## src/rtl/gf256_pkg.sv

```systemverilog
`default_nettype none

package gf256_pkg;

    localparam int GF_WIDTH = 8;
    localparam logic [GF_WIDTH:0] GF_POLY = 9'h11D;  // x^8 + x^4 + x^3 + x^2 + 1

    typedef logic [GF_WIDTH-1:0] gf_t;

    // Shift-and-add product, then fold the top bits back with the field polynomial
    function automatic gf_t gf_mul(gf_t a, gf_t b);
        logic [2*GF_WIDTH-2:0] prod;
        prod = '0;
        for (int i = 0; i < GF_WIDTH; i++)
        begin
            if (b[i])
            begin
                prod ^= ({{(GF_WIDTH-1){1'b0}}, a} << i);
            end
        end
        for (int i = 2*GF_WIDTH-2; i >= GF_WIDTH; i--)
        begin
            if (prod[i])
            begin
                prod ^= ({{(GF_WIDTH-2){1'b0}}, GF_POLY} << (i - GF_WIDTH));  // Clear bit i
            end
        end
        return prod[GF_WIDTH-1:0];
    endfunction

    // x^-1 = x^254 since x^255 = 1, zero stays zero
    function automatic gf_t gf_inv(gf_t x);
        gf_t x2;
        gf_t x3;
        gf_t x4;
        gf_t x7;
        gf_t x8;
        gf_t x15;
        gf_t x30;
        gf_t x60;
        gf_t x120;
        gf_t x127;
        x2   = gf_mul(x, x);
        x3   = gf_mul(x, x2);
        x4   = gf_mul(x2, x2);
        x7   = gf_mul(x3, x4);
        x8   = gf_mul(x4, x4);
        x15  = gf_mul(x7, x8);
        x30  = gf_mul(x15, x15);
        x60  = gf_mul(x30, x30);
        x120 = gf_mul(x60, x60);
        x127 = gf_mul(x7, x120);
        return gf_mul(x127, x127);
    endfunction

endpackage

`default_nettype wire
```

## src/rtl/rs_bm_pkg.sv

```systemverilog
`default_nettype none

package rs_bm_pkg;

    localparam int NUM_SYND = 6;  // 2t syndromes
    localparam int T_CORR   = 3;
    localparam int DEG_W    = 3;

    // S1 sits in element 0
    typedef gf256_pkg::gf_t [NUM_SYND-1:0] synd_vec_t;

    typedef struct packed {
        gf256_pkg::gf_t [T_CORR:0] sigma;   // sigma0 in element 0
        logic [DEG_W-1:0]          degree;  // Final LFSR length
        logic                      uncorrectable;
    } locator_t;

endpackage

`default_nettype wire

```

## src/rtl/rs_bm_decoder.sv

```systemverilog
`timescale 1ns/100ps
`default_nettype none

module rs_bm_decoder (
    input  wire                       i_clock,
    input  wire                       i_arst_n,
    input  wire                       i_start,
    input  wire rs_bm_pkg::synd_vec_t i_synd,
    output rs_bm_pkg::locator_t       o_locator,
    output logic                      o_ready
);

    logic                 w_launch;
    logic                 w_busy;
    logic                 w_done;
    rs_bm_pkg::synd_vec_t w_synd;
    rs_bm_pkg::locator_t  w_result;

    syndrome_loader u_syndrome_loader (
        .i_clock  (i_clock),
        .i_arst_n (i_arst_n),
        .i_start  (i_start),
        .i_synd   (i_synd),
        .i_busy   (w_busy),
        .o_synd   (w_synd),
        .o_launch (w_launch)
    );

    bm_iteration_engine u_bm_iteration_engine (
        .i_clock  (i_clock),
        .i_arst_n (i_arst_n),
        .i_launch (w_launch),
        .i_synd   (w_synd),
        .o_busy   (w_busy),
        .o_done   (w_done),
        .o_result (w_result)
    );

    locator_output u_locator_output (
        .i_clock   (i_clock),
        .i_arst_n  (i_arst_n),
        .i_done    (w_done),
        .i_launch  (w_launch),
        .i_result  (w_result),
        .o_locator (o_locator),
        .o_ready   (o_ready)
    );

endmodule

`default_nettype wire

```

## src/rtl/locator_output.sv

```systemverilog
`timescale 1ns/100ps
`default_nettype none

module locator_output (
    input  wire                      i_clock,
    input  wire                      i_arst_n,
    input  wire                      i_done,
    input  wire                      i_launch,
    input  wire rs_bm_pkg::locator_t i_result,
    output rs_bm_pkg::locator_t      o_locator,
    output logic                     o_ready
);

    always_ff @(posedge i_clock or negedge i_arst_n)
    begin
        if (!i_arst_n)
        begin
            o_locator <= '0;
        end
        else if (i_done)
        begin
            o_locator <= i_result;  // Kept until the next run finishes
        end
    end

    always_ff @(posedge i_clock or negedge i_arst_n)
    begin
        if (!i_arst_n)
        begin
            o_ready <= 1'b0;
        end
        else if (i_done)
        begin
            o_ready <= 1'b1;
        end
        else if (i_launch)
        begin
            o_ready <= 1'b0;  // New run, old locator no longer current
        end
    end

endmodule

`default_nettype wire

```

## src/rtl/bm_iteration_engine.sv

```systemverilog
`timescale 1ns/100ps
`default_nettype none

module bm_iteration_engine (
    input  wire                       i_clock,
    input  wire                       i_arst_n,
    input  wire                       i_launch,
    input  wire rs_bm_pkg::synd_vec_t i_synd,
    output logic                      o_busy,
    output logic                      o_done,
    output rs_bm_pkg::locator_t       o_result
);

    localparam int STEP_W  = $clog2(rs_bm_pkg::NUM_SYND);
    localparam int SHIFT_W = $clog2(rs_bm_pkg::NUM_SYND + 2);

    typedef gf256_pkg::gf_t [rs_bm_pkg::NUM_SYND:0] poly_t;

    poly_t                      conn_q;       // C(x)
    poly_t                      prev_q;       // B(x)
    gf256_pkg::gf_t             disc_prev_q;  // b
    logic [rs_bm_pkg::DEG_W-1:0] len_q;       // L
    logic [SHIFT_W-1:0]          shift_q;     // m
    logic [STEP_W-1:0]           step_q;

    gf256_pkg::gf_t              disc;
    gf256_pkg::gf_t              scale;
    poly_t                       conn_next;
    logic                        len_update;
    logic [rs_bm_pkg::DEG_W-1:0] len_next;

    always_comb
    begin
        disc = '0;
        for (int i = 0; i < rs_bm_pkg::NUM_SYND; i++)
        begin
            if (i <= int'(step_q))
            begin
                disc ^= gf256_pkg::gf_mul(conn_q[i], i_synd[int'(step_q) - i]);
            end
        end

        // C(x) - d/b * x^m * B(x), unchanged when d is zero
        scale = gf256_pkg::gf_mul(disc, gf256_pkg::gf_inv(disc_prev_q));
        conn_next = conn_q;
        for (int k = 1; k <= rs_bm_pkg::NUM_SYND; k++)
        begin
            if (k >= int'(shift_q))
            begin
                conn_next[k] ^= gf256_pkg::gf_mul(scale, prev_q[k - int'(shift_q)]);
            end
        end

        len_update = (disc != '0) && (2 * int'(len_q) <= int'(step_q));
        len_next   = rs_bm_pkg::DEG_W'(step_q) + rs_bm_pkg::DEG_W'(1) - len_q;
    end

    always_ff @(posedge i_clock or negedge i_arst_n)
    begin
        if (!i_arst_n)
        begin
            o_busy  <= 1'b0;
            o_done  <= 1'b0;
            step_q  <= '0;
            len_q   <= '0;
            shift_q <= '0;
        end
        else
        begin
            o_done <= 1'b0;
            if (i_launch)
            begin
                o_busy  <= 1'b1;
                step_q  <= '0;
                len_q   <= '0;
                shift_q <= SHIFT_W'(1);
            end
            else if (o_busy)
            begin
                step_q <= step_q + STEP_W'(1);
                if (len_update)
                begin
                    len_q   <= len_next;
                    shift_q <= SHIFT_W'(1);
                end
                else
                begin
                    shift_q <= shift_q + SHIFT_W'(1);
                end
                if (step_q == STEP_W'(rs_bm_pkg::NUM_SYND - 1))
                begin
                    o_busy <= 1'b0;
                    o_done <= 1'b1;  // Result valid in the done cycle
                end
            end
        end
    end

    always_ff @(posedge i_clock)
    begin
        if (i_launch)
        begin
            conn_q      <= poly_t'(1);
            prev_q      <= poly_t'(1);
            disc_prev_q <= gf256_pkg::gf_t'(1);
        end
        else if (o_busy)
        begin
            conn_q <= conn_next;
            if (len_update)
            begin
                prev_q      <= conn_q;  // Old C becomes B
                disc_prev_q <= disc;
            end
        end
    end

    // Coefficients above sigma3 are only kept for the degree check
    always_comb
    begin
        o_result.sigma         = conn_q[rs_bm_pkg::T_CORR:0];
        o_result.degree        = len_q;
        o_result.uncorrectable = (len_q > rs_bm_pkg::DEG_W'(rs_bm_pkg::T_CORR));
    end

endmodule

`default_nettype wire

```

## src/rtl/syndrome_loader.sv

```systemverilog
`timescale 1ns/100ps
`default_nettype none

module syndrome_loader (
    input  wire                       i_clock,
    input  wire                       i_arst_n,
    input  wire                       i_start,
    input  wire rs_bm_pkg::synd_vec_t i_synd,
    input  wire                       i_busy,
    output rs_bm_pkg::synd_vec_t      o_synd,
    output logic                      o_launch
);

    logic accept;

    // Starts during a run or the launch cycle are dropped
    assign accept = i_start && !i_busy && !o_launch;

    always_ff @(posedge i_clock or negedge i_arst_n)
    begin
        if (!i_arst_n)
        begin
            o_launch <= 1'b0;
        end
        else
        begin
            o_launch <= accept;  // Single pulse per accepted start
        end
    end

    always_ff @(posedge i_clock)
    begin
        if (accept)
        begin
            o_synd <= i_synd;  // Held for the whole run
        end
    end

endmodule

`default_nettype wire

```

## config.mk

```make
export PLATFORM = sky130hd
export DESIGN_NAME = rs_bm_decoder
export DESIGN_NICKNAME = d
export VERILOG_FILES = /design/src/rtl/gf256_pkg.sv /design/src/rtl/rs_bm_pkg.sv /design/src/rtl/rs_bm_decoder.sv /design/src/rtl/locator_output.sv /design/src/rtl/bm_iteration_engine.sv /design/src/rtl/syndrome_loader.sv
export SDC_FILE = /design/constraint.sdc
export NUM_CORES = 2
export LEC_CHECK = 0
export ABC_AREA = 1
export BUFFER_PORTS_ARGS = -buffer_cell sky130_fd_sc_hd__buf_2
export CAP_MARGIN = 40
export CORE_ASPECT_RATIO = 0.6
export CORE_MARGIN = 8
export CORE_UTILIZATION = 48
export DETAILED_ROUTE_END_ITERATION = 8
export PLACE_DENSITY_LB_ADDON = 0.25
export SLEW_MARGIN = 20
export SYNTH_ARGS = -nofsm -noshare
export SYNTH_HDL_FRONTEND = slang
export SYNTH_HIERARCHICAL = 1
export SYNTH_SLANG_ARGS = --single-unit
export TNS_END_PERCENT = 10
```

## constraint.sdc

```tcl
create_clock -name i_clock -period 8.2 [get_ports i_clock]
set_input_delay 1.64 -clock i_clock [delete_from_list [all_inputs] [get_ports i_clock]]
set_output_delay 1.64 -clock i_clock [all_outputs]
set_load 0.01 [all_outputs]
```

==> results.md <==
* Detailed Route Iter0 Violations at 4737
* First-pass GRT wire length at 197000 microns
* CTS sink cnt at 201
* Crit. End Element: register
* Synth warnings at 6
* Fin. max-slew vios at 0
* Most Frequent Cell on Critical Path: nand2_1
* Die Wd at 359 microns
* Final hold violation count at 0
* Initial antenna violation count at 4
* Register area share after synthesis at 0.140
* Final Cell Area at 42200 sq um
* Routability cong. at 1.02
* EDFF count, synth at 48
* WL/cell at 17.3 microns
* Clk root buf: clkbuf_16
* PortBufs at 87
* Cell area after synthesis at 33900 sq um
* Max Cap Viol at 0
* CP max-delay cell: dfxtp_4
* Clock transition at path regs at 0.07 ns
* DR vias/cell at 5.40
* Highest cell delay on the worst timing path at 0.38 ns
* Asr flop ratio synth at 0.244
* CTS Buf Count at 21
* DR DRC count at 0
* Period utilisation layout at 1.21
* Fmax at 101 MHz
* Largest net degree at the start of global routing at 99
* Total Nets Final at 6558
* Antenna Nets Post-Route at 0
* Initial core utilization at 0.485
* Htree depth at 1
* Grt ovf at 0
* #FFs+latches synth at 201
* Top FF cell, synth: dfxtp_1
* Ports at 88
* Post-DP HPWL at 101000 microns
* Share of post-route cells with drive strength above 1 at 0.232
* DR vias at 40067
* Clock skew at 0.0434 ns
* Actual slew at the worst max-slew pin at 0.903 ns
* Setup_tns at -76.28 ns
* Library cells used by synthesis at 67
* DIE HEIGHT at 222 microns
* Syn_area_per_cell at 5.68 sq um
* Worst skew pair latency at 0.56 ns
* Crit Path Max Fanout at 12
* Unrepaired setup endpoints after global routing: yes
* WL final at 128000 microns
* # setup viols final at 48
* Crit path required time at 8.68 ns
* Worst EP arrival at 10.37 ns
* First-pass DRT Iterations at 7
* Max Buffers Root-to-Sink at 3
* Setup WS post-layout at -1.69 ns
* Vias in the first global route at 35199
* Period minus WS final at 9.89 ns
* Finished Core Util at 0.604
* WS Path Type: register to register
* Tot GR Track Use at 0.301
* CTS tree: built
* Status: finished, violations left
* Startpoint type of the worst setup path: register
* Post-Synthesis Cells at 5976
* Slew margin rel. at 0.392
* Std cell rows at 75
* Failing checks: negative setup slack
* Min-Delay Path Class: register to register
* Core ar. at 69900 sq um
* Die ar. at 79700 sq um
* Placed instance area at 38800 sq um
* P&R area growth vs syn at 24.5%
[logic make-up after synthesis]
| group | synth area share |
|---|---|
| AO/OA/AOI/OAI | 0.0789 |
| XOR/XNOR | 0.183 |
| adder cells (fa/ha/maj) | 0.00907 |
| buffers and inverters | 0.116 |
| flip-flops | 0.140 |
| multiplexers | 0.00325 |
| other | 0.000221 |
| AND/OR/NAND/NOR | 0.470 |
[layout by cell type, fill, tap and decap left out, drive strengths merged, types with 23 or more instances in the layout]
cell / n
nand2: 2331
buf: 682
inv: 637
nor2: 615
nand3: 592
xor2: 459
o21ai: 298
xnor2: 232
dfxtp: 104
a21oi: 73
nand4: 57
dfrtp: 49
edfxtp: 48
nand3b: 48
clkbuf: 34
o22ai: 30
clkinv: 30
a31oi: 26
ha: 23
or2: 23
[synth_stat cells (all sizes together), types with 2 or more instances]
library cell,n,area [sq um]
dfrtp,49,1230
nand3,591,3170
nand3b,48,364
a21boi,7,52.6
a22o,2,17.5
nand4,57,363
nor2,614,2420
or2,23,144
buf,138,1120
o211ai,10,75.1
and2,15,93.8
clkbuf,74,293
nor3,5,25.0
xnor2,232,2060
o21ai,298,1510
xor2,459,4140
a211o,15,131
conb,2,7.51
inv,633,2390
nand2,2328,9320
o22ai,30,188
clkinv,29,110
o21bai,10,75.1
edfxtp,48,1440
ha,23,288
nor3b,4,30.0
o31ai,7,52.6
clkdlybuf4s25,2,20.0
dfxtp,104,2080
mux2i,11,110
a21oi,73,365
a31oi,26,163
[worst max-delay path, delay by kind of cell (launching register included)]
kind	cells	cell delay, ns
xor gates and xnor gates	3	0.58
buffers and inverters	14	1.48
adders and majority gates	1	0.27
AOI/OAI and AO/OA	1	0.07
and+or+nand+nor	74	7.03
DFF	1	0.38
[timing repair]
item | in CTS | in global routing
gates resized for setup | 334 | 172
setup endpoints to repair | 48 | 48
hold endpoints to repair | 0 | 0
hold buffers | 0 | 0
pin swaps | 137 | 122
setup buffers | 36 | 28
cloned | 8 | 4
[registers in the layout, indices dropped and copies added, names as in the netlist, 3 cells and up]
| signal | count |
|---|---|
| u_bm_iteration_engine/prev_q | 48 |
| u_syndrome_loader/o_synd | 48 |
| u_locator_output/o_locator | 36 |
| u_bm_iteration_engine/conn_q | 24 |
| u_bm_iteration_engine/o_result | 24 |
| u_bm_iteration_engine/disc_prev_q | 8 |
| u_bm_iteration_engine/len_q | 3 |
| u_bm_iteration_engine/shift_q | 3 |
| u_bm_iteration_engine/step_q | 3 |
[final timing paths]
| check | cells after the start | start | slack [ns] | to |
|---|---|---|---|---|
| setup / recovery | 93 | u_bm_iteration_engine/disc_prev_q[6]$_SDFFE_PP0P_ | -1.69 | u_bm_iteration_engine/o_result[34]$_SDFFE_PP0P_ |
| hold / removal | 2 | u_locator_output/o_locator[32]$_DFFE_PN0P_ | 0.46 | u_locator_output/o_locator[32]$_DFFE_PN0P_ |
| setup reg to reg | 93 | u_bm_iteration_engine/disc_prev_q[6]$_SDFFE_PP0P_ | -1.69 | u_bm_iteration_engine/o_result[34]$_SDFFE_PP0P_ |
| hold reg to reg | 2 | u_locator_output/o_locator[32]$_DFFE_PN0P_ | 0.46 | u_locator_output/o_locator[32]$_DFFE_PN0P_ |
| max in group asynchronous | 2 | i_arst_n | 6.42 | u_bm_iteration_engine/step_q[0]$_DFFE_PN0P_ |
| min in group asynchronous | 2 | i_arst_n | 1.21 | u_locator_output/o_locator[33]$_DFFE_PN0P_ |
[cell type report]
class	instances	area, sq um
Antenna cell	3	7.51
Fill cell	6713	27700
Clock inverter	7	78.8
Timing Repair Buffer	687	5600
Sequential cell	201	4760
Inverter	662	2530
Clock buffer	30	571
Tap cell	924	1160
Multi-Input combinational cell	4910	27500
[layer usage]
metal	wire length, microns	track usage	vias up
met2	46400	0.384	2017
li1	-	-	19623
met3	19300	0.101	114
met5	17	0	-
met4	1490	0.0396	2
met1	61000	0.478	18311
[per-stage QoR]
stage | setup slack, ns | std cells | hold slack [ns]
after floorplan | -0.241 | 5982 | 0.444
after global placement | -1.71 | 7293 | 0.450
after detailed placement | -1.86 | 7302 | 0.453
after CTS | -1.31 | 7383 | 0.461
after global routing | -2.39 | 7421 | 0.492
final | -1.69 | 7424 | 0.463
Power is not shown: default switching activity piles up to over one toggle a cycle in this logic, so the estimate is an artifact.
